### config.mk
export PLATFORM = sky130hd
export DESIGN_NAME = pixel_select_flat
export DESIGN_NICKNAME = d
export VERILOG_FILES = /design/src/hdl/zg_pkg.sv /design/src/hdl/scan_if.sv /design/src/hdl/pixel_select.sv /design/src/flat_wrapper.sv
export VERILOG_INCLUDE_DIRS = /design/src /design/src/hdl
export SDC_FILE = /design/constraint.sdc
export NUM_CORES = 1
export LEC_CHECK = 0
export ABC_CLOCK_PERIOD_IN_PS = 5200
export BUFFER_PORTS_ARGS = -buffer_cell sky130_fd_sc_hd__buf_2
export CORE_AREA = 2 2 96 98
export DETAILED_ROUTE_END_ITERATION = 7
export DIE_AREA = 0 0 98 100
export GPL_TIMING_DRIVEN = 0
export PLACE_DENSITY = 0.66
export REMOVE_ABC_BUFFERS = 1
export SYNTH_ARGS = -nofsm -noshare
export SYNTH_HDL_FRONTEND = slang
export SYNTH_SLANG_ARGS = --single-unit
### constraint.sdc
create_clock -name dot_clk_i -period 5.2 [get_ports dot_clk_i]
set_clock_uncertainty 0.2 [all_clocks]
set_input_delay 1.56 -clock dot_clk_i [delete_from_list [all_inputs] [get_ports dot_clk_i]]
set_output_delay 1.56 -clock dot_clk_i [all_outputs]
set_load 0.05 [all_outputs]
### src/hdl/zg_macros.svh
// grid geometry, counter, address, pixel and output word widths
`default_nettype none

`ifndef ZG_MACROS_SVH
`define ZG_MACROS_SVH

// ============================================================
// grid geometry
// ============================================================

// side of one tile in half resolution pixels
`define ZG_TILE_DIM 100

`define ZG_COLS 4
`define ZG_ROWS 3

// ============================================================
// word widths
// ============================================================

`define ZG_CTR_W 12
`define ZG_ADR_W 14
`define ZG_PIX_W 16

// upper half is the tile row, lower half the tile column
`define ZG_TILE_W 4

`define ZG_ZRGB_W 32

`endif

`default_nettype wire

### src/hdl/zg_pkg.sv
// pixel word union with a raw view and a z/r/g/b channel view
`include "zg_macros.svh"
`default_nettype none

package zg_pkg;

	// the memory moves the raw word, the selector splits it into four channels
	typedef union packed
	{
		logic [`ZG_PIX_W-1:0] raw;
		struct packed
		{
			logic [`ZG_PIX_W/4-1:0] z;
			logic [`ZG_PIX_W/4-1:0] r;
			logic [`ZG_PIX_W/4-1:0] g;
			logic [`ZG_PIX_W/4-1:0] b;
		} ch;
	} pixel_u;

endpackage

`default_nettype wire

### src/hdl/scan_if.sv
// decoded raster position interface with source and sink modports
`timescale 1ns/1ps
`default_nettype none

interface scan_if
#(
	parameter int RC_W  = 2,
	parameter int ADR_W = 14
);

	logic [RC_W-1:0]  row;
	logic [RC_W-1:0]  col;
	logic [ADR_W-1:0] adr;
	// set during blanking and also outside the tile grid
	logic             blank;

	modport source (output row, output col, output adr, output blank);

	modport sink (input row, input col, input adr, input blank);

endinterface

`default_nettype wire

### src/hdl/pixel_select.sv
// tile pixel selection, blanking and expansion to the z/r/g/b output word
`timescale 1ns/1ps
`include "zg_macros.svh"
`default_nettype none

module pixel_select
(
	input  wire                    dot_clk_i,
	input  wire                    arst_n_i,
	scan_if.sink                   scan_i,
	input  wire zg_pkg::pixel_u    pix_i [0:`ZG_ROWS-1][0:`ZG_COLS-1],
	output logic [`ZG_ZRGB_W-1:0]  zrgb_o
);

	localparam int RC_W = `ZG_TILE_W / 2;

	logic [RC_W-1:0] row_q;
	logic [RC_W-1:0] col_q;
	logic            blank_q;
	zg_pkg::pixel_u  pix_sel;

	// ============================================================
	// align position with the memory read
	// ============================================================

	always_ff @(posedge dot_clk_i or negedge arst_n_i)
	begin
		if (!arst_n_i)
		begin
			row_q   <= '0;
			col_q   <= '0;
			blank_q <= 1'b1;
		end
		else
		begin
			row_q   <= scan_i.row;
			col_q   <= scan_i.col;
			blank_q <= scan_i.blank;
		end
	end

	always_comb
	begin
		pix_sel.raw = '0;
		if (!blank_q && (int'(row_q) < `ZG_ROWS))
			pix_sel = pix_i[row_q][col_q];
	end

	// ============================================================
	// output register
	// ============================================================

	// each channel lands in the upper nibble of its byte
	always_ff @(posedge dot_clk_i or negedge arst_n_i)
	begin
		if (!arst_n_i)
			zrgb_o <= '0;
		else
			zrgb_o <= {
				pix_sel.ch.z, 4'h0,
				pix_sel.ch.r, 4'h0,
				pix_sel.ch.g, 4'h0,
				pix_sel.ch.b, 4'h0
			};
	end

endmodule

`default_nettype wire

### src/flat_wrapper.sv
// flat-port wrapper written by rule: the top's interface ports become plain ports
module pixel_select_flat 
  (dot_clk_i, arst_n_i, pix_i, zrgb_o, scan_i_row, scan_i_col, scan_i_adr, scan_i_blank);
  scan_if scan_i_i ();
  input  wire dot_clk_i;
  input  wire arst_n_i;
  input  wire zg_pkg::pixel_u pix_i[0:`ZG_ROWS-1][0:`ZG_COLS-1];
  output logic [`ZG_ZRGB_W-1:0] zrgb_o;
  input wire logic [$bits(scan_i_i.row)-1:0] scan_i_row;
  input wire logic [$bits(scan_i_i.col)-1:0] scan_i_col;
  input wire logic [$bits(scan_i_i.adr)-1:0] scan_i_adr;
  input wire logic [$bits(scan_i_i.blank)-1:0] scan_i_blank;
  assign scan_i_i.row = scan_i_row;
  assign scan_i_i.col = scan_i_col;
  assign scan_i_i.adr = scan_i_adr;
  assign scan_i_i.blank = scan_i_blank;
  pixel_select u_core (.dot_clk_i(dot_clk_i), .arst_n_i(arst_n_i), .scan_i(scan_i_i), .pix_i(pix_i), .zrgb_o(zrgb_o));
endmodule
Word-level counts from Yosys, hierarchy flattened
Index checks and enable logic that the tools add are counted.
{ "totals": {"register_bits": 21, "elab_cells": 18, "out_inout_bits": 32} }
{ "classes": {"order_cmp": 3, "n_reduce_logical": 2, "bitwise": 2, "muxes": 7} }
{ "op_table": {"columns": ["cell", "count"], "rows": [
  ["binary-select mux 64 bit (select 2 bit)", 1],
  ["2-to-1 mux 64 bit", 2],
  ["2-to-1 mux 16 bit", 3],
  ["binary-select mux 16 bit (select 2 bit)", 1],
  [">= comparator 3 bit, second input constant", 2],
  ["inverter 2 -> 3 bit", 2],
  ["< comparator 2 bit, second input constant", 1],
  ["logical AND 1 bit", 1],
  ["logical NOT 1 bit", 1]
]} }

Depth between registers and ports, before layout
{ "depth": {"depth_word": 8, "ltp_mapped": 7} }

Least setup slack after synthesis
No wires, ideal clock.
{ "synth_path": {"path_kind": "input to register", "from": "in pix_i[172] in the netlist's numbering", "to": "reg u_core.zrgb_o[28]", "stages": 4, "t_arrival_ns": 2.300, "path_slack_ns": 2.569, "required_ns": 4.869, "cell_sequence": "mux2_2 > o21ai_1 > a21oi_1 > or3_1"} }
{ "synth_rtl": {"columns": ["element", "line", "rtl"], "rows": [
  ["start, declared", "flat_wrapper.sv:7", "input wire zg_pkg::pixel_u pix_i[0:`ZG_ROWS-1][0:`ZG_COLS-1];"],
  ["end signal, assigned", "pixel_select.sv:59", "zrgb_o <= {"],
  ["end, declared", "pixel_select.sv:12", "output logic [`ZG_ZRGB_W-1:0] zrgb_o"]
]} }

==> metrics.cfg <==
[logic_synthesis]
synth_top_cells_by_count = sky130_fd_sc_hd__o22ai_1, sky130_fd_sc_hd__nor2_1, sky130_fd_sc_hd__nor3_1, sky130_fd_sc_hd__dfrtp_1, sky130_fd_sc_hd__o221ai_1
synth.ff_latch_count = 21
synth_seq_area_share = 0.2605
yosys_most_used_dff = sky130_fd_sc_hd__dfrtp_1
synth_async_sr_flop_share = 1.000
synth.area.top_cells = sky130_fd_sc_hd__dfrtp_1, sky130_fd_sc_hd__o22ai_1, sky130_fd_sc_hd__o221ai_1, sky130_fd_sc_hd__nor3_1, sky130_fd_sc_hd__mux2i_1
synthesis.area_um2 = 2022
post_synth_inst_count = 262
synth.top_cell.area_share = 0.2475
synthMostInstantiatedCell = sky130_fd_sc_hd__o22ai_1
synthesis.area_per_instance_um2 = 7.717
yosys_cell_types = 27
synth_area_leader_cell = sky130_fd_sc_hd__dfrtp_1
yosys_warnings = 0
synth-edff-count = 0

[grt]
antenna_found_initial = 0
track_usage = 0.1641
vias_in_the_first_global_route = 2651
maximum_number_of_pins_on_one_net_before_global_route_repair = 65
first_pass_grt_wire_length_um = 13010
grt.overflow.total = 0

[critical_path]
critPathArrivalTime_ns = 2.92
start_kind = flop
critical_path_required_ns = 5.15
r2r_setup_slack_ns = 2.23
crit_fanout = 40
end_kind = flop
timing.reg2reg.worst_path_depth = 4
path_class = flop to flop
reg2reg_from = u_core.row_q[1]$_DFF_PN0_
timing.rr.end = u_core.zrgb_o[28]$_DFF_PN0_

[timing]
final_count_of_hold_timing_violations = 0
rsz_0062_raised_after_global_routing = false
finalMaxSlewViolations = 0
fmax_mhz = 337.1
setup-tns-final_ns = 0
layout_min_cycle_time_ns = 2.967
max_slew_margin = 0.1320
final.setup.worst_slack_ns = 2.233
hold-worst-slack_ns = 0.5724
least_margin_pin_slew_ns = 1.301
setup_violations = 0
period_share = 0.5705

[clocking]
number_of_setup_buffers_added_after_cts = 0
clock_insertion_delay_worst_skew_ns = 0.27
clock-sinks = 21
cts.root.buffer_cell = sky130_fd_sc_hd__clkbuf_8
postCtsHoldBufs = 0
cts-root-to-sink-buffers = 2
htree_levels = 1
cts_made_buffers = 3
tritoncts_clock_tree = yes
ctsResizeCount = 0
clk_pin_slew_worst_paths_ns = 0.09

[worst_hold_path]
min_from = u_core.col_q[1]$_DFF_PN0_
worstHoldEndpoint = u_core.zrgb_o[31]$_DFF_PN0_
hold_path_cells = 2
min-delay-path-class = flop to flop

[floorplanning]
core_um2 = 8890
floorplan.die_area_um2 = 9800
num_rows = 35
top_level_ports = 245
die_w_um = 98
floorplan.initialDensity = 0.2274
die_h_um = 100

[pwr]
p_sw_uw = 220.9
power_report.internal_total_uw = 332.1
leakage_uw = 0.001678
power_per_cell_area_nw_per_um2 = 178.5
clock_power_share = 0.213
power.ir.vdd_worst_mv = 0.07100
power.share.sequential = 0.341
power.share.switching = 0.3995
comb_power_share = 0.446

[placed_design]
placement.io_buffers = 214
dpl_worst_slack_ns = 2.302
post-dp-hpwl_um = 6382
routabilityCongestion = 0.8256

[layout]
antennaDiodeCount = 0
post_route_cells_drive_above_1_share = 0.4967
finish.net_count = 667
fillCellCount = 973
synthToLayoutAreaGrowth_pct = 53.22

[detailed_routing]
ant_nets = 0
topRoutingLayerUsed = met4
num_vias = 2795
met3WireLength_um = 640
drt-met1-wl_um = 3381
routed_via_density = 4.956
detail_route.wirelength_um = 8557
drt-initial-drc-count = 70
1st_pass_router_iterations = 4
detail_route.wl_per_cell_um = 15.17
drc = 0
wl_met2_um = 4355

[status]
result_of_the_run = finished clean

[run]
max_cap_viols = 0

## cells in the final DEF, fill, tap and decap left out, drive strengths merged
| master | Yosys | final |
|---|---|---|
| inv | 3 | 3 |
| mux2i | 12 | 12 |
| nor2 | 29 | 29 |
| nand3 | 2 | 2 |
| a21oi | 14 | 14 |
| or3 | 4 | 4 |
| conb | 1 | 16 |
| o21bai | 6 | 6 |
| nand2 | 3 | 3 |
| o21ai | 13 | 13 |
| clkinvlp | 0 | 1 |
| mux2 | 1 | 1 |
| a211oi | 1 | 1 |
| buf | 29 | 215 |
| o22ai | 47 | 47 |
| dfstp | 1 | 1 |
| nor3 | 26 | 26 |
| or2 | 1 | 1 |
| clkbuf | 14 | 3 |
| a211o | 12 | 12 |
| dfrtp | 20 | 20 |
| o221ai | 20 | 20 |
| o32a | 3 | 3 |
## how the worst max path moves through the flow
stage	startpoint	endpoint	slack (ns)
after global routing	u_core.row_q[1]$_DFF_PN0_	u_core.zrgb_o[28]$_DFF_PN0_	2.06
after floorplan	pix_i[172]	u_core.zrgb_o[28]$_DFF_PN0_	2.56
after CTS	u_core.row_q[1]$_DFF_PN0_	u_core.zrgb_o[28]$_DFF_PN0_	2.29
after global placement	u_core.row_q[1]$_DFF_PN0_	u_core.zrgb_o[7]$_DFF_PN0_	1.76
final	u_core.row_q[1]$_DFF_PN0_	u_core.zrgb_o[28]$_DFF_PN0_	2.23
after detailed placement	u_core.row_q[1]$_DFF_PN0_	u_core.zrgb_o[28]$_DFF_PN0_	2.30
## sequential cells by signal (all words and copies together), names as in the netlist
signal,flops
u_core.zrgb_o,16
u_core.blank_q,1
u_core.col_q,2
u_core.row_q,2
## critical path, cell delays in order, from the launching register on
cell and delay, ns:
sky130_fd_sc_hd__dfrtp_1 0.89, sky130_fd_sc_hd__inv_1 0.83, sky130_fd_sc_hd__o221ai_1 0.42, sky130_fd_sc_hd__a21oi_1 0.12, sky130_fd_sc_hd__or3_1 0.38
## power by group through the flow
stage	Clock, uW	Combinational (uW)	Sequential [uW]
finish	118	247	188
global route	129	268	190
CTS	128	248	188
detailed placement	0	246	192
global placement	0	243	191
floorplan	0	100	226
## per-stage QoR
step	instances	utilization	area, um^2	power [uW]
after floorplan	234	-	1818	326.1
after global placement	559	0.3406	3028	434.3
after detailed placement	560	0.3430	3049	438.1
after CTS	564	0.3485	3098	563.6
after global routing	564	0.3485	3098	586.7
final	564	0.3485	3098	553.0
## metal layers
| metal | global-route usage | vias up |
|---|---|---|
| met1 | 0.1978 | 1246 |
| met5 | 0 | - |
| met3 | 0.02368 | 15 |
| met4 | 0.05342 | 0 |
| li1 | - | 1375 |
| met2 | 0.3003 | 159 |
## cells by family (layout without fill, tap and decap cells)
logic type / Yosys count / in the layout / share of synthesized area
compound gates: 116 / 116 / 0.3942
buf+inv: 46 / 222 / 0.1343
flops: 21 / 21 / 0.2605
mux: 13 / 13 / 0.06498
other cells: 1 / 16 / 0.001855
simple gates: 65 / 65 / 0.1442
## final cells by class
| type | instances | area, um^2 | area share |
|---|---|---|---|
| tap | 111 | 138.9 | 0.04483 |
| sequential | 21 | 528.0 | 0.1704 |
| multi-input combinational | 210 | 1280 | 0.4132 |
| clock buffer | 3 | 41.29 | 0.01333 |
| inverter | 3 | 11.26 | 0.003635 |
| clock inverter | 1 | 7.507 | 0.002423 |
| timing repair buffer | 215 | 1091 | 0.3522 |
Power figures use the tool's default switching activity.
