===== src/hdl/zg_macros.svh =====
// grid geometry, counter, address, pixel and output word widths
`default_nettype none

`ifndef ZG_MACROS_SVH
`define ZG_MACROS_SVH

// ============================================================
// grid geometry
// ============================================================

// side of one tile in half resolution pixels
`define ZG_TILE_DIM 100

`define ZG_COLS 4
`define ZG_ROWS 3

// ============================================================
// word widths
// ============================================================

`define ZG_CTR_W 12
`define ZG_ADR_W 14
`define ZG_PIX_W 16

// upper half is the tile row, lower half the tile column
`define ZG_TILE_W 4

`define ZG_ZRGB_W 32

`endif

`default_nettype wire


===== src/hdl/scan_if.sv =====
// decoded raster position interface with source and sink modports
`timescale 1ns/1ps
`default_nettype none

interface scan_if
#(
	parameter int RC_W  = 2,
	parameter int ADR_W = 14
);

	logic [RC_W-1:0]  row;
	logic [RC_W-1:0]  col;
	logic [ADR_W-1:0] adr;
	// set during blanking and also outside the tile grid
	logic             blank;

	modport source (output row, output col, output adr, output blank);

	modport sink (input row, input col, input adr, input blank);

endinterface

`default_nettype wire


===== src/hdl/scan_addr_gen.sv =====
// raster counter decode into tile row, tile column, local address and blank flag
`timescale 1ns/1ps
`include "zg_macros.svh"
`default_nettype none

module scan_addr_gen
(
	input  wire                 dot_clk_i,
	input  wire                 arst_n_i,
	input  wire                 blank_i,
	input  wire [`ZG_CTR_W-1:0] hctr_i,
	input  wire [`ZG_CTR_W-1:0] vctr_i,
	scan_if.source              scan_o
);

	localparam int XW   = `ZG_CTR_W - 1;
	localparam int RC_W = `ZG_TILE_W / 2;
	localparam logic [XW-1:0] DIM = XW'(`ZG_TILE_DIM);

	logic [XW-1:0]        x;
	logic [XW-1:0]        y;
	logic [RC_W-1:0]      col_d;
	logic [RC_W-1:0]      row_d;
	logic [XW-1:0]        lx;
	logic [XW-1:0]        ly;
	logic [`ZG_ADR_W-1:0] adr_d;
	logic                 off_grid;

	// tiles are addressed at half resolution in both directions
	assign x = hctr_i[`ZG_CTR_W-1:1];
	assign y = vctr_i[`ZG_CTR_W-1:1];

	// ============================================================
	// tile position
	// ============================================================

	// positions past the last boundary stay clamped to the last column or row
	always_comb
	begin
		col_d = '0;
		row_d = '0;
		for (int i = 1; i < `ZG_COLS; i++)
		begin
			if (x >= DIM * XW'(i))
				col_d = RC_W'(i);
		end
		for (int i = 1; i < `ZG_ROWS; i++)
		begin
			if (y >= DIM * XW'(i))
				row_d = RC_W'(i);
		end
	end

	assign lx = x - DIM * XW'(col_d);
	assign ly = y - DIM * XW'(row_d);

	// one local address is shared by every tile
	assign adr_d = `ZG_ADR_W'(ly) * `ZG_ADR_W'(DIM) + `ZG_ADR_W'(lx);

	assign off_grid = (x >= DIM * XW'(`ZG_COLS)) || (y >= DIM * XW'(`ZG_ROWS));

	// ============================================================
	// decode register
	// ============================================================

	always_ff @(posedge dot_clk_i or negedge arst_n_i)
	begin
		if (!arst_n_i)
		begin
			scan_o.row   <= '0;
			scan_o.col   <= '0;
			scan_o.adr   <= '0;
			scan_o.blank <= 1'b0;
		end
		else
		begin
			scan_o.row   <= row_d;
			scan_o.col   <= col_d;
			scan_o.adr   <= adr_d;
			scan_o.blank <= blank_i | off_grid;
		end
	end

endmodule

`default_nettype wire


===== src/flat_wrapper.sv =====
// flat-port wrapper written by rule: the top's interface ports become plain ports
module scan_addr_gen_flat 
  (dot_clk_i, arst_n_i, blank_i, hctr_i, vctr_i, scan_o_row, scan_o_col, scan_o_adr, scan_o_blank);
  scan_if scan_o_i ();
  input  wire dot_clk_i;
  input  wire arst_n_i;
  input  wire blank_i;
  input  wire [`ZG_CTR_W-1:0] hctr_i;
  input  wire [`ZG_CTR_W-1:0] vctr_i;
  output wire logic [$bits(scan_o_i.row)-1:0] scan_o_row;
  output wire logic [$bits(scan_o_i.col)-1:0] scan_o_col;
  output wire logic [$bits(scan_o_i.adr)-1:0] scan_o_adr;
  output wire logic [$bits(scan_o_i.blank)-1:0] scan_o_blank;
  assign scan_o_row = scan_o_i.row;
  assign scan_o_col = scan_o_i.col;
  assign scan_o_adr = scan_o_i.adr;
  assign scan_o_blank = scan_o_i.blank;
  scan_addr_gen u_core (.dot_clk_i(dot_clk_i), .arst_n_i(arst_n_i), .blank_i(blank_i), .hctr_i(hctr_i), .vctr_i(vctr_i), .scan_o(scan_o_i));
endmodule

===== config.mk =====
export PLATFORM = sky130hd
export DESIGN_NAME = scan_addr_gen_flat
export DESIGN_NICKNAME = d
export VERILOG_FILES = /design/src/hdl/scan_if.sv /design/src/hdl/scan_addr_gen.sv /design/src/flat_wrapper.sv
export VERILOG_INCLUDE_DIRS = /design/src /design/src/hdl
export SDC_FILE = /design/constraint.sdc
export NUM_CORES = 1
export LEC_CHECK = 0
export BUFFER_PORTS_ARGS = -buffer_cell sky130_fd_sc_hd__buf_2
export CAP_MARGIN = 20
export CORE_MARGIN = 2
export CORE_UTILIZATION = 56
export DETAILED_ROUTE_END_ITERATION = 10
export MAX_ROUTING_LAYER = met4
export PLACE_DENSITY = 0.81
export SLEW_MARGIN = 20
export SYNTH_ARGS = -nofsm -noshare
export SYNTH_HDL_FRONTEND = slang
export SYNTH_SLANG_ARGS = --single-unit

===== constraint.sdc =====
create_clock -name dot_clk_i -period 0.8 [get_ports dot_clk_i]
set_clock_uncertainty 0.15 [all_clocks]
set_input_delay 0.12 -clock dot_clk_i [delete_from_list [all_inputs] [get_ports dot_clk_i]]
set_output_delay 0.12 -clock dot_clk_i [all_outputs]
set_load 0.01 [all_outputs]

==> results by group, run 1 <==
Outcome
  • Status: stopped before the end
  • Stop err: [ERROR DPL-0038] Utilization greater than 100%, impossible to legalize
  • Fail Step: clock tree synthesis (4_1_cts)

Clock tree
  • Clock Tree Buf Depth: 2
  • Cts hold-fix bufs: 3
  • Postcts setup bufs: 22
  • Clock buffer count from CTS: 3
  • CTS root buf: clkbuf_8
  • CTS Sinks: 19
  • # resized after CTS: 65
  • H-tree Lvls: 1

Floorplan
  • Initial Util: a little under three fifths
  • Width of the die: just under 70 um
  • Num rows: 23
  • IO Count: 46
  • Die Ht: between 60 and 70 um

Logic synthesis
  • Avg Inst Size Synth: 9.13 um2
  • Post-synth EDFFs: 0
  • Post-synth cell types: 44
  • FFs w/ async S/R, synth: 100%
  • Syn nets: 330
  • Area of the mapped netlist: between 2000 and 2500 um2
  • Prevailing post-synth register cell: dfrtp_1
  • FF+latch count, synth: 19
  • Syn. warnings: 0
  • Sequential element share of the synthesized area: about a fifth
  • Syn Inst Count: 250

Place
  • DPL Wire Length: roughly 5500 um
  • Placed instance area: ~3400 um2
  • Routability cong.: between 0.8 and 0.9
  • Port buffer count: 43
[through the flow]
stage          utilization (%)  hold slack, ns  cells  worst slack (ns)
2_1_floorplan                -          -0.326    250             -4.00
3_3_place_gp              86.1         -0.0919    424             -4.17
3_5_place_dp              86.1         -0.0834    424             -4.40
[synthesized netlist by cell type (2+ instances only)]
master / n / area [um2]
inv_1: 46 / 173
ha_1: 45 / 563
dfrtp_1: 19 / 475
xnor2_1: 19 / 166
a21oi_1: 13 / 65.1
nor2_1: 12 / 45.0
nand2_1: 11 / 41.3
o21ai_0: 9 / 45.0
xor2_1: 9 / 78.8
fa_1: 8 / 160
nor3_1: 8 / 40.0
a21o_1: 6 / 45.0
o21a_1: 5 / 37.5
nor2b_1: 4 / 25.0
o21bai_1: 4 / 30.0
a31oi_1: 2 / 12.5
o311ai_0: 2 / 17.5
xnor3_1: 2 / 45.0
[kinds of logic after synthesis]
family / after synthesis / share of synthesized area (%)
compound gates: 58 / 18.2
fa+ha+maj: 53 / 31.7
buf+inv: 47 / 7.73
simple gates: 42 / 8.66
xor+xnor: 30 / 12.7
flops: 19 / 20.8
other cells: 1 / 0.164
==> run 2, diff against run 1 <==
--- a/config.mk
+++ b/config.mk
@@ -9,10 +9,9 @@
 export BUFFER_PORTS_ARGS = -buffer_cell sky130_fd_sc_hd__buf_2
 export CAP_MARGIN = 20
 export CORE_MARGIN = 2
-export CORE_UTILIZATION = 56
+export CORE_UTILIZATION = 40
 export DETAILED_ROUTE_END_ITERATION = 10
-export MAX_ROUTING_LAYER = met4
-export PLACE_DENSITY = 0.81
+export PLACE_DENSITY_LB_ADDON = 0.15
 export SLEW_MARGIN = 20
 export SYNTH_ARGS = -nofsm -noshare
 export SYNTH_HDL_FRONTEND = slang
==> run 2 against run 1 <==
Synthesized cell count unchanged; area after synthesis unchanged; the flow now finishes, with violations (negative hold slack, negative setup slack).
==> results by group, run 2 <==
Power and ir drop
  • Worst VDD drop: 0.00482 V
  • Psw: 5.97 mW
  • Leakage power: approximately 2 nW
  • Combinational share of power: 86.0%
  • Clk pwr share: 4.6%
  • Tot Pwr: 14.9 mW
  • Sw frac: between 40% and 50%
  • PwrDens: 3490 nW/um2
  • Sequential share of power: under 10%
  • Internal power: between 8 and 9 mW

Route
  • DRT antenna net count: 0
  • Total Wirelength: between 6000 and 7000 um
  • Average routed wire per standard cell: 14.3 um
  • DR top layer: met4
  • DRC violations left: 0
  • Met3 wire len: 167 um
  • Met1 Wirelength: 2980 um
  • Drt via density: around 4.8
  • Routed wl met2: roughly 3600 um
  • DR pass1 iterations: 4
  • DR iter-0 viols: 74
  • Via count: about 2300

Place
  • Placed cells: 451
  • DPL Wire Length: 4500 um
  • Port buffer count: 43
  • Placed instance area: ~3500 um2
  • Routability cong.: ~0.8

STA
  • Worst hold slack: -0.0326 ns
  • Fin. max-slew vios: 0
  • Final hold vios: 1
  • Crit path time final: ~4.8 ns
  • Tcrit/Tclk final: 599%
  • Final setup vio count: 34
  • RSZ-0062 raised after global routing: yes
  • Post-route setup slack: -4.00 ns
  • F_max: approximately 210 MHz

Logic synthesis
  • Post-synth cell types: 44
  • Area of the mapped netlist: about 2300 um2
  • Most frequent cell after synthesis: inv_1
  • Prevailing post-synth register cell: dfrtp_1
  • Most instantiated cells after synthesis: 46 x inv_1, 45 x ha_1, 19 x dfrtp_1, 19 x xnor2_1, 13 x a21oi_1
  • Sequential element share of the synthesized area: between 20% and 30%
  • Syn Inst Count: 250
  • FFs w/ async S/R, synth: 100%
  • Avg Inst Size Synth: around 9.1 um2
  • Top cell type's share of synthesized area: about 25%
  • Area leader, netlist: ha_1
  • Syn nets: 330
  • FF+latch count, synth: 19
  • Post-synth EDFFs: 0
  • Syn. warnings: 0
  • Synth area leaders: ha_1 25%, dfrtp_1 21%, inv_1 7.6%

Setup path
  • Critical Path Stages: 27
  • Crit Path Max Fanout: 3
  • Kind of critical path: in -> reg
  • Worst setup EP type: register
  • Worst path most repeated cell: ha_4
  • Slowest CP cell: fa_1
  • Bufs and invs on worst path: 5
  • Kind of cell adding the most delay to the critical path: compound AO/OA/AOI/OAI gates
  • CP Launch Type: input pin
  • Arr. time, crit path: about 4.8 ns
  • Max incr delay on CP: ~0.55 ns
  • Critical path data required time: between 0.7 and 0.8 ns

Cells and area
  • Share of cells above drive strength 1: approximately three fifths
  • Most frequent cells in the layout: 94 x buf_4, 37 x buf_2, 32 x inv_1, 25 x ha_4, 20 x ha_1
  • Nets: between 400 and 500
  • Post-Layout Cell Count: 478
  • Commonest non-fill, non-tap cell in the layout: buf_4
  • Ant. Diodes: 0
  • Core Util, Final: between 70% and 80%
  • Reg with most FFs: u_core.scan_o.adr
  • Final instance area: approximately 4300 um2
  • Area Growth Syn to Fin: 86.8%
  • Max reg flops: 14
  • Top Registers: u_core.scan_o.adr: 14 flops, u_core.scan_o.col: 2 flops, u_core.scan_o.row: 2 flops

Floorplan
  • Width of the die: slightly below 80 um
  • Die Ht: 79.6 um
  • Num rows: 27
  • IO Count: 46
  • Initial Util: about two fifths
  • Die area: ~6300 um2
  • Core Area: about 5500 um2

Outcome
  • Failing checks: negative hold slack, negative setup slack
  • Status: complete, but fails checks

Clock tree
  • Clock buffer count from CTS: 3
  • Worst-path clk slew: around 0.080 ns
  • CTS root buf: clkbuf_8
  • Cts hold-fix bufs: 3
  • H-tree Lvls: 1
  • TritonCTS clock tree: yes
  • Clock Tree Buf Depth: 2
  • CTS Sinks: 19

GRT
  • First-pass GRT wire length: 10700 um
  • GRT Util Overall: a little over a fifth
  • Initial antenna violation count: 0
  • Congestion Overflow GR: 0
  • Largest net degree at the start of global routing: 20
  • Vias in the first global route: around 2400

Hold path
  • Hold Path Class: in -> reg
  • Worst hold stages: 3

Flow run
  • Max-cap violations: 0
==> run 2: cell counts after synthesis <==
Identical to the previous run, type by type.
==> run 2: what timing repair did <==
item / in CTS / in global routing
endpoints found under the hold margin: 22 / 1
pin swaps: 33 / 39
endpoints found under the setup margin: 35 / 35
buffers inserted: 14 / 13
resized for setup: 61 / 33
==> run 2: cell families after synthesis <==
logic type	after synthesis	share of synthesized area, %
xor+xnor	30	12.7
compound gates	58	18.2
flops	19	20.8
buf+inv	47	7.73
simple gates	42	8.66
fa+ha+maj	53	31.7
other cells	1	0.164
==> run 2: per-stage QoR <==
step | TNS [ns] | setup WS (ns)
2_1_floorplan | -30.45 | -4.00
3_5_place_dp | -36.07 | -4.28
5_1_grt | -37.62 | -4.19
6_report | -35.67 | -4.00
3_3_place_gp | -35.53 | -4.17
4_1_cts | -34.47 | -3.88
==> run 2: path summary, 6_finish.rpt <==
path | startpoint | end | slack, ns
worst max-delay path | vctr_i[3] | u_core.scan_o.adr[13]$_DFF_PN0_ | -4.00
worst min-delay path | blank_i | u_core.scan_o.blank$_DFF_PN0_ | -0.03
max in group asynchronous | arst_n_i | u_core.scan_o.row[0]$_DFF_PN0_ | 0.20
min in group asynchronous | arst_n_i | u_core.scan_o.adr[7]$_DFF_PN0_ | 0.17
==> run 2: power by group through the flow <==
stage	Clock [mW]	Sequential, mW	Combinational, mW
after floorplan	0	1.59	5.47
after global placement	0	1.42	9.00
after detailed placement	0	1.42	9.17
after CTS	0.703	1.41	11.4
after global routing	0.739	1.42	13.9
final	0.682	1.40	12.8
==> run 2: routing by layer <==
metal  vias to the layer above  track usage [%]
li1                       1165                -
met1                      1104             26.8
met2                        34             38.1
met3                        10             2.71
met4                         0             5.17
met5                         -                0
==> run 2: area by class of cell <==
class / count / area, um2
tap: 72 / 90.1
clock inverter: 1 / 5.00
multi-input combinational: 184 / 2320
inverter: 46 / 183
fill: 314 / 1240
clock buffer: 3 / 41.3
timing repair buffer: 153 / 1150
sequential: 19 / 475
==> run 2: tightest hold or removal path, stage by stage <==
cell     delay [ns]
buf_2          0.08
nor3_1         0.04
nand4_1        0.10
Power figures use the tool's default switching activity.
==> run 3, diff against run 2 <==
--- a/config.mk
+++ b/config.mk
@@ -6,10 +6,11 @@
 export SDC_FILE = /design/constraint.sdc
 export NUM_CORES = 1
 export LEC_CHECK = 0
+export ABC_AREA = 1
 export BUFFER_PORTS_ARGS = -buffer_cell sky130_fd_sc_hd__buf_2
 export CAP_MARGIN = 20
 export CORE_MARGIN = 2
-export CORE_UTILIZATION = 40
+export CORE_UTILIZATION = 45
 export DETAILED_ROUTE_END_ITERATION = 10
 export PLACE_DENSITY_LB_ADDON = 0.15
 export SLEW_MARGIN = 20
==> run 3 against run 2 <==
Synthesized cell count increased by 36%; power up 11%; largest cell class unchanged; clock-buffer cell count stayed put; the run still ends with negative hold slack, negative setup slack left; sequential power barely moved; via count rose by 32%.
==> results by group, run 3 <==
GRT
  • GRT Util Overall: around 27%
  • Largest net degree at the start of global routing: 20
  • Congestion Overflow GR: 0
  • Initial antenna violation count: 0
  • First-pass GRT wire length: around 13000 um
  • Vias in the first global route: 3029

Floorplan
  • Core Area: 5510 um2
  • Width of the die: 79.4 um
  • Initial Util: ~47%
  • Die Ht: just under 80 um
  • IO Count: between 40 and 50
  • Die area: ~6300 um2
  • Num rows: 27

Outcome
  • Status: complete, but fails checks
  • Failing checks: negative hold slack, negative setup slack

Route
  • DR pass1 iterations: 5
  • DRT antenna net count: 0
  • DR iter-0 viols: between 200 and 250
  • DRC violations left: 0
  • Via count: 3061
  • Average routed wire per standard cell: around 16 um
  • Drt via density: ~5.1
  • Total Wirelength: a little under 10000 um

Logic synthesis
  • Most frequent cell after synthesis: inv_1
  • Avg Inst Size Synth: around 7.5 um2
  • FFs w/ async S/R, synth: 100%
  • Syn. warnings: 0
  • Adder-cell area share of the yosys netlist: roughly 28%
  • Prevailing post-synth register cell: dfrtp_1
  • Post-synth cell types: 34
  • Syn nets: 420
  • FF+latch count, synth: 19
  • Top cell type's share of synthesized area: 22.0%
  • Main combinational cell family by area after synthesis: adder cells
  • XOR/XNOR Fraction of Synth Area: 8.55%
  • Area of the mapped netlist: 2560 um2
  • Synth area leaders: ha_1 22%, dfrtp_1 19%, inv_1 12%
  • Sequential element share of the synthesized area: between 10% and 20%
  • Post-synth EDFFs: 0
  • Post-Synth Simple-Gate Area: between 20% and 30%
  • Most instantiated cells after synthesis: 81 x inv_1, 63 x nand2_1, 45 x ha_1, 19 x dfrtp_1, 17 x nand3_1
  • Proportion of synthesized area in mux cells: 0%
  • Area leader, netlist: ha_1
  • Syn Inst Count: between 300 and 400
  • Compound-Gate Fraction of Synth Area: a little under a tenth

Setup path
  • Max incr delay on CP: 0.54 ns
  • CP Launch Type: input pin
  • Crit Path Max Fanout: 4
  • Worst setup EP type: register
  • Kind of critical path: in -> reg
  • Critical path data required time: roughly 0.8 ns
  • Arr. time, crit path: about 4.5 ns
  • Worst path most repeated cell: nand2_1
  • Slowest CP cell: fa_1

STA
  • Worst hold slack: -0.359 ns
  • RSZ-0062 raised after global routing: yes
  • F_max: about 220 MHz
  • Final hold vios: 20
  • Tcrit/Tclk final: 560%
  • Fin. max-slew vios: 0
  • Crit path time final: ~4.5 ns
  • Final setup vio count: 35
  • Post-route setup slack: -3.68 ns

Cells and area
  • Fillers: between 200 and 300
  • Max reg flops: 14
  • Top Registers: u_core.scan_o.adr: 14 flops, u_core.scan_o.col: 2 flops, u_core.scan_o.row: 2 flops
  • Area Growth Syn to Fin: 87.6%
  • Ant. Diodes: 0
  • Commonest non-fill, non-tap cell in the layout: buf_4
  • Share of cells above drive strength 1: approximately 57%
  • Reg with most FFs: u_core.scan_o.adr
  • Most frequent cells in the layout: 104 x buf_4, 62 x inv_1, 48 x nand2_1, 37 x buf_2, 34 x buf_6
  • Nets: roughly 610
  • Core Util, Final: between 80% and 90%
  • Final instance area: a little under 5000 um2

Hold path
  • Hold Path Class: in -> async

Place
  • Placed instance area: about 4000 um2
  • Routability cong.: roughly 0.82
  • DPL Wire Length: ~5500 um
  • Port buffer count: 43
  • Worst slack, placed: -4.07 ns

Clock tree
  • CTS Sinks: 19
  • TritonCTS clock tree: yes
  • Clock buffer count from CTS: 3
  • Clock Tree Buf Depth: 2
  • CTS root buf: clkbuf_8
  • H-tree Lvls: 1
  • Cts hold-fix bufs: 2
  • Worst-path clk slew: 0.08 ns

Power and ir drop
  • Leakage power: between 2 and 2.5 nW
  • Tot Pwr: approximately 16 mW
  • Worst VDD drop: roughly 0.0034 V
  • PwrDens: approximately 3400 nW/um2

Flow run
  • Max-cap violations: 0
run 3: changes by cell type after synthesis, moves of 4 or more:
cell | before | now
nand2_1 | 11 | 63
inv_1 | 46 | 81
nand3_1 | 0 | 17
nand2_2 | 0 | 10
xnor2_1 | 19 | 9
xor2_1 | 9 | 16
nor3_1 | 8 | 2
a21o_1 | 6 | 1
nand4_1 | 1 | 6
o21ai_0 | 9 | 4
nor2b_1 | 4 | 0
run 3: layout make-up:
class	count	area, um2	share of cell area (%)
Sequential cell	19	475	9.90
Timing Repair Buffer	180	1420	29.6
Multi-Input combinational cell	239	2420	50.4
Inverter	82	348	7.24
Clock buffer	3	41.3	0.859
Tap cell	72	90.1	1.87
Clock inverter	1	5.00	0.104
run 3: metrics by stage:
stage                     cells  hold slack (ns)  setup TNS (ns)
after detailed placement    563          -0.0535          -35.91
after CTS                   587           -0.341          -34.17
after global routing        596           -0.326          -38.50
final                       596           -0.359          -36.63
after global placement      563          -0.0620          -34.77
after floorplan             340           -0.326          -28.76
run 3: cell families after synthesis:
| logic type | count (synthesis) |
|---|---|
| XOR/XNOR | 25 |
| flip-flops | 19 |
| buffers and inverters | 82 |
| other | 1 |
| adder cells (fa/ha/maj) | 53 |
| AND/OR/NAND/NOR | 124 |
| AO/OA/AOI/OAI | 36 |
run 3: where the power goes:
group	switching [mW]	internal (mW)
Combinational	6.76	7.60
Sequential	0.0617	1.32
Clock	0.391	0.349
Total	7.21	9.27
run 3: worst max path at each step:
stage	startpoint	to	slack, ns	cells after the start
4_1_cts	vctr_i[11]	u_core.scan_o.adr[13]$_DFF_PN0_	-3.51	36
6_report	vctr_i[11]	u_core.scan_o.adr[13]$_DFF_PN0_	-3.68	35
2_1_floorplan	vctr_i[11]	u_core.scan_o.adr[13]$_DFF_PN0_	-3.61	35
3_3_place_gp	vctr_i[11]	u_core.scan_o.adr[13]$_DFF_PN0_	-3.84	36
3_5_place_dp	vctr_i[11]	u_core.scan_o.adr[13]$_DFF_PN0_	-4.07	36
5_1_grt	vctr_i[11]	u_core.scan_o.adr[13]$_DFF_PN0_	-3.89	36
run 3: repair_timing:
| action | in CTS | in global routing |
|---|---|---|
| endpoints found under the hold margin | 22 | 20 |
| endpoints found under the setup margin | 35 | 35 |
| resized for setup | 74 | 41 |
| pin swaps | 52 | 27 |
| buffers inserted | 21 | 14 |
run 3: metal layers:
layer | track usage [%] | share of wire (%) | vias to the layer above
met1 | 30.0 | 38 | 1443
li1 | - | - | 1441
met4 | 8.45 | 3.7 | 0
met3 | 3.05 | 5.4 | 36
met2 | 51.8 | 52 | 141
met5 | 0 | 0 | -
run 3: critical path: cells and delay by family:
family / cells / cell delay, ns
fa+ha+maj: 6 / 1.68
simple gates: 16 / 1.45
xor+xnor: 1 / 0.24
buf+inv: 11 / 0.85
compound gates: 1 / 0.14
==> run 4, diff against run 3 <==
--- a/config.mk
+++ b/config.mk
@@ -10,7 +10,7 @@
 export BUFFER_PORTS_ARGS = -buffer_cell sky130_fd_sc_hd__buf_2
 export CAP_MARGIN = 20
 export CORE_MARGIN = 2
-export CORE_UTILIZATION = 45
+export CORE_UTILIZATION = 30
 export DETAILED_ROUTE_END_ITERATION = 10
 export PLACE_DENSITY_LB_ADDON = 0.15
 export SLEW_MARGIN = 20
==> run 4 against run 3 <==
The run still ends with negative hold slack, negative setup slack left; core utilization fell by 29 points; final area rose by 0.89%; via count decreased by 10%; worst hold slack better by 0.28 ns; combinational power is 10% lower; power fell by 8.9%; highest routed layer unchanged; global-route usage fell by 10 points; clock-buffer cell count unchanged; largest power group unchanged; worst setup slack gained 0.087 ns; non-clock buffer count down 5; routed wire length shrank 24%; sequential share of layout area is 0.087 points lower.
==> results by group, run 4 (same netlist as run 3, synthesis figures left out) <==
Clock tree
  • Worst-path clk slew: ~0.08 ns
  • Cts hold-fix bufs: 3
  • H-tree Lvls: 1
  • CTS Sinks: 19
  • TritonCTS clock tree: yes
  • Clock Tree Buf Depth: 2
  • Clock buffer count from CTS: 3
  • CTS root buf: clkbuf_8

Cells and area
  • Area Growth Syn to Fin: 89.3%
  • Reg with most FFs: u_core.scan_o.adr
  • Most frequent cells in the layout: 99 x buf_4, 61 x inv_1, 47 x nand2_1, 38 x buf_2, 30 x buf_6
  • Max reg flops: 14
  • Ant. Diodes: 0
  • Share of cells above drive strength 1: between 50% and 60%
  • Top Registers: u_core.scan_o.adr: 14 flops, u_core.scan_o.col: 2 flops, u_core.scan_o.row: 2 flops
  • Nets: 600
  • Commonest non-fill, non-tap cell in the layout: buf_4
  • Fillers: 750

Route
  • Average routed wire per standard cell: roughly 12 um
  • DRC violations left: 0
  • Via count: ~2800
  • DR pass1 iterations: 4
  • DR iter-0 viols: 75
  • DRT antenna net count: 0
  • Total Wirelength: about 7300 um
  • Drt via density: between 4 and 5

GRT
  • Congestion Overflow GR: 0
  • Vias in the first global route: 2737
  • Initial antenna violation count: 0
  • First-pass GRT wire length: 11900 um
  • GRT Util Overall: between 10% and 20%
  • Largest net degree at the start of global routing: 20

Setup path
  • Slowest CP cell: fa_1
  • Max incr delay on CP: 0.49 ns
  • Crit Path Max Fanout: 4
  • Kind of critical path: in -> reg
  • Worst path most repeated cell: ha_4
  • Kind of cell adding the most delay to the critical path: adder cells
  • Worst setup EP type: register
  • Arr. time, crit path: about 4.4 ns
  • CP Launch Type: input pin
  • Bufs and invs on worst path: 9
  • Critical path data required time: 0.81 ns

STA
  • Setup total negative slack: -34.92 ns
  • Final hold vios: 1
  • RSZ-0062 raised after global routing: yes
  • Final setup vio count: 35
  • Fin. max-slew vios: 0
  • F_max: 228 MHz
  • Post-route setup slack: -3.59 ns
  • Worst hold slack: -0.0808 ns
  • Crit path time final: between 4 and 5 ns
  • Tcrit/Tclk final: 549%

Place
  • Routability cong.: between 0.8 and 0.9
  • Port buffer count: 43
  • DPL Wire Length: around 5600 um

Hold path
  • Hold EP: u_core.scan_o.blank$_DFF_PN0_
  • Worst hold stages: 3
  • Hold Path Class: in -> reg
  • HP Start: blank_i

Power and ir drop
  • Sw frac: between 40% and 50%
  • Worst VDD drop: approximately 0.0019 V
  • PwrDens: 3090 nW/um2
  • Tot Pwr: 15.0 mW
  • Sequential share of power: 9.3%
  • Combinational share of power: about 86%
  • Internal power: about 8.8 mW
  • Leakage power: ~2.5 nW
  • Clk pwr share: 4.7%
  • Psw: about 6.2 mW

Floorplan
  • Die area: slightly above 9000 um2
  • Width of the die: ~96 um
  • Die Ht: roughly 96 um
  • IO Count: 46
  • Core Area: approximately 8300 um2
  • Initial Util: ~31%
  • Num rows: 33

Outcome
  • Failing checks: negative hold slack, negative setup slack
  • Status: complete, but fails checks

Flow run
  • Max-cap violations: 0
==> run 4: layout make-up <==
| cell class | count | area [um2] | share of cell area [%] |
|---|---|---|---|
| clock buffer | 3 | 41.3 | 0.852 |
| clock inverter | 1 | 5.00 | 0.103 |
| inverter | 82 | 348 | 7.18 |
| multi-input combinational | 239 | 2460 | 50.7 |
| sequential | 19 | 475 | 9.81 |
| tap | 105 | 131 | 2.71 |
| timing repair buffer | 175 | 1390 | 28.6 |
==> run 4: worst max-delay path by stage <==
| stage | to | slack (ns) | startpoint | depth (start not counted) |
|---|---|---|---|---|
| 2_1_floorplan | u_core.scan_o.adr[13]$_DFF_PN0_ | -3.61 | vctr_i[11] | 35 |
| 3_3_place_gp | u_core.scan_o.adr[13]$_DFF_PN0_ | -3.87 | vctr_i[11] | 36 |
| 3_5_place_dp | u_core.scan_o.adr[13]$_DFF_PN0_ | -3.97 | vctr_i[11] | 36 |
| 4_1_cts | u_core.scan_o.adr[13]$_DFF_PN0_ | -3.54 | vctr_i[11] | 36 |
| 5_1_grt | u_core.scan_o.adr[13]$_DFF_PN0_ | -3.88 | vctr_i[10] | 36 |
| 6_report | u_core.scan_o.adr[13]$_DFF_PN0_ | -3.59 | vctr_i[11] | 36 |
==> run 4: layer usage <==
layer	part of all wire, %	GRT usage, %
met2	56	32.3
met5	0	0
met4	1.2	4.58
met3	1.5	0.776
met1	42	18.9
==> run 4: timing repair <==
| item | CTS | global route |
|---|---|---|
| pin swaps | 54 | 51 |
| endpoints found under the setup margin | 35 | 36 |
| gates cloned | 0 | 0 |
| resized for setup | 68 | 49 |
| hold endpoints to repair | 22 | 1 |
| setup buffers | 15 | 17 |
==> run 4: stage by stage <==
step                area [um2]  std cells  hold slack (ns)  worst slack [ns]  util, %
floorplan                 2890        340           -0.326             -3.61        -
CTS                       4580        617          -0.0796             -3.54     55.4
global placement          4060        595          -0.0890             -3.87     49.1
detailed placement        4060        595          -0.0798             -3.97     49.1
finish                    4850        624          -0.0808             -3.59     58.7
global route              4850        624          -0.0624             -3.88     58.7
==> run 4: power groups by stage <==
stage	Clock (mW)	Sequential, mW	Combinational, mW
after detailed placement	0	1.41	9.84
after global placement	0	1.41	9.70
after floorplan	0	1.58	5.86
after global routing	0.766	1.43	14.3
after CTS	0.742	1.40	11.7
final	0.706	1.39	12.9
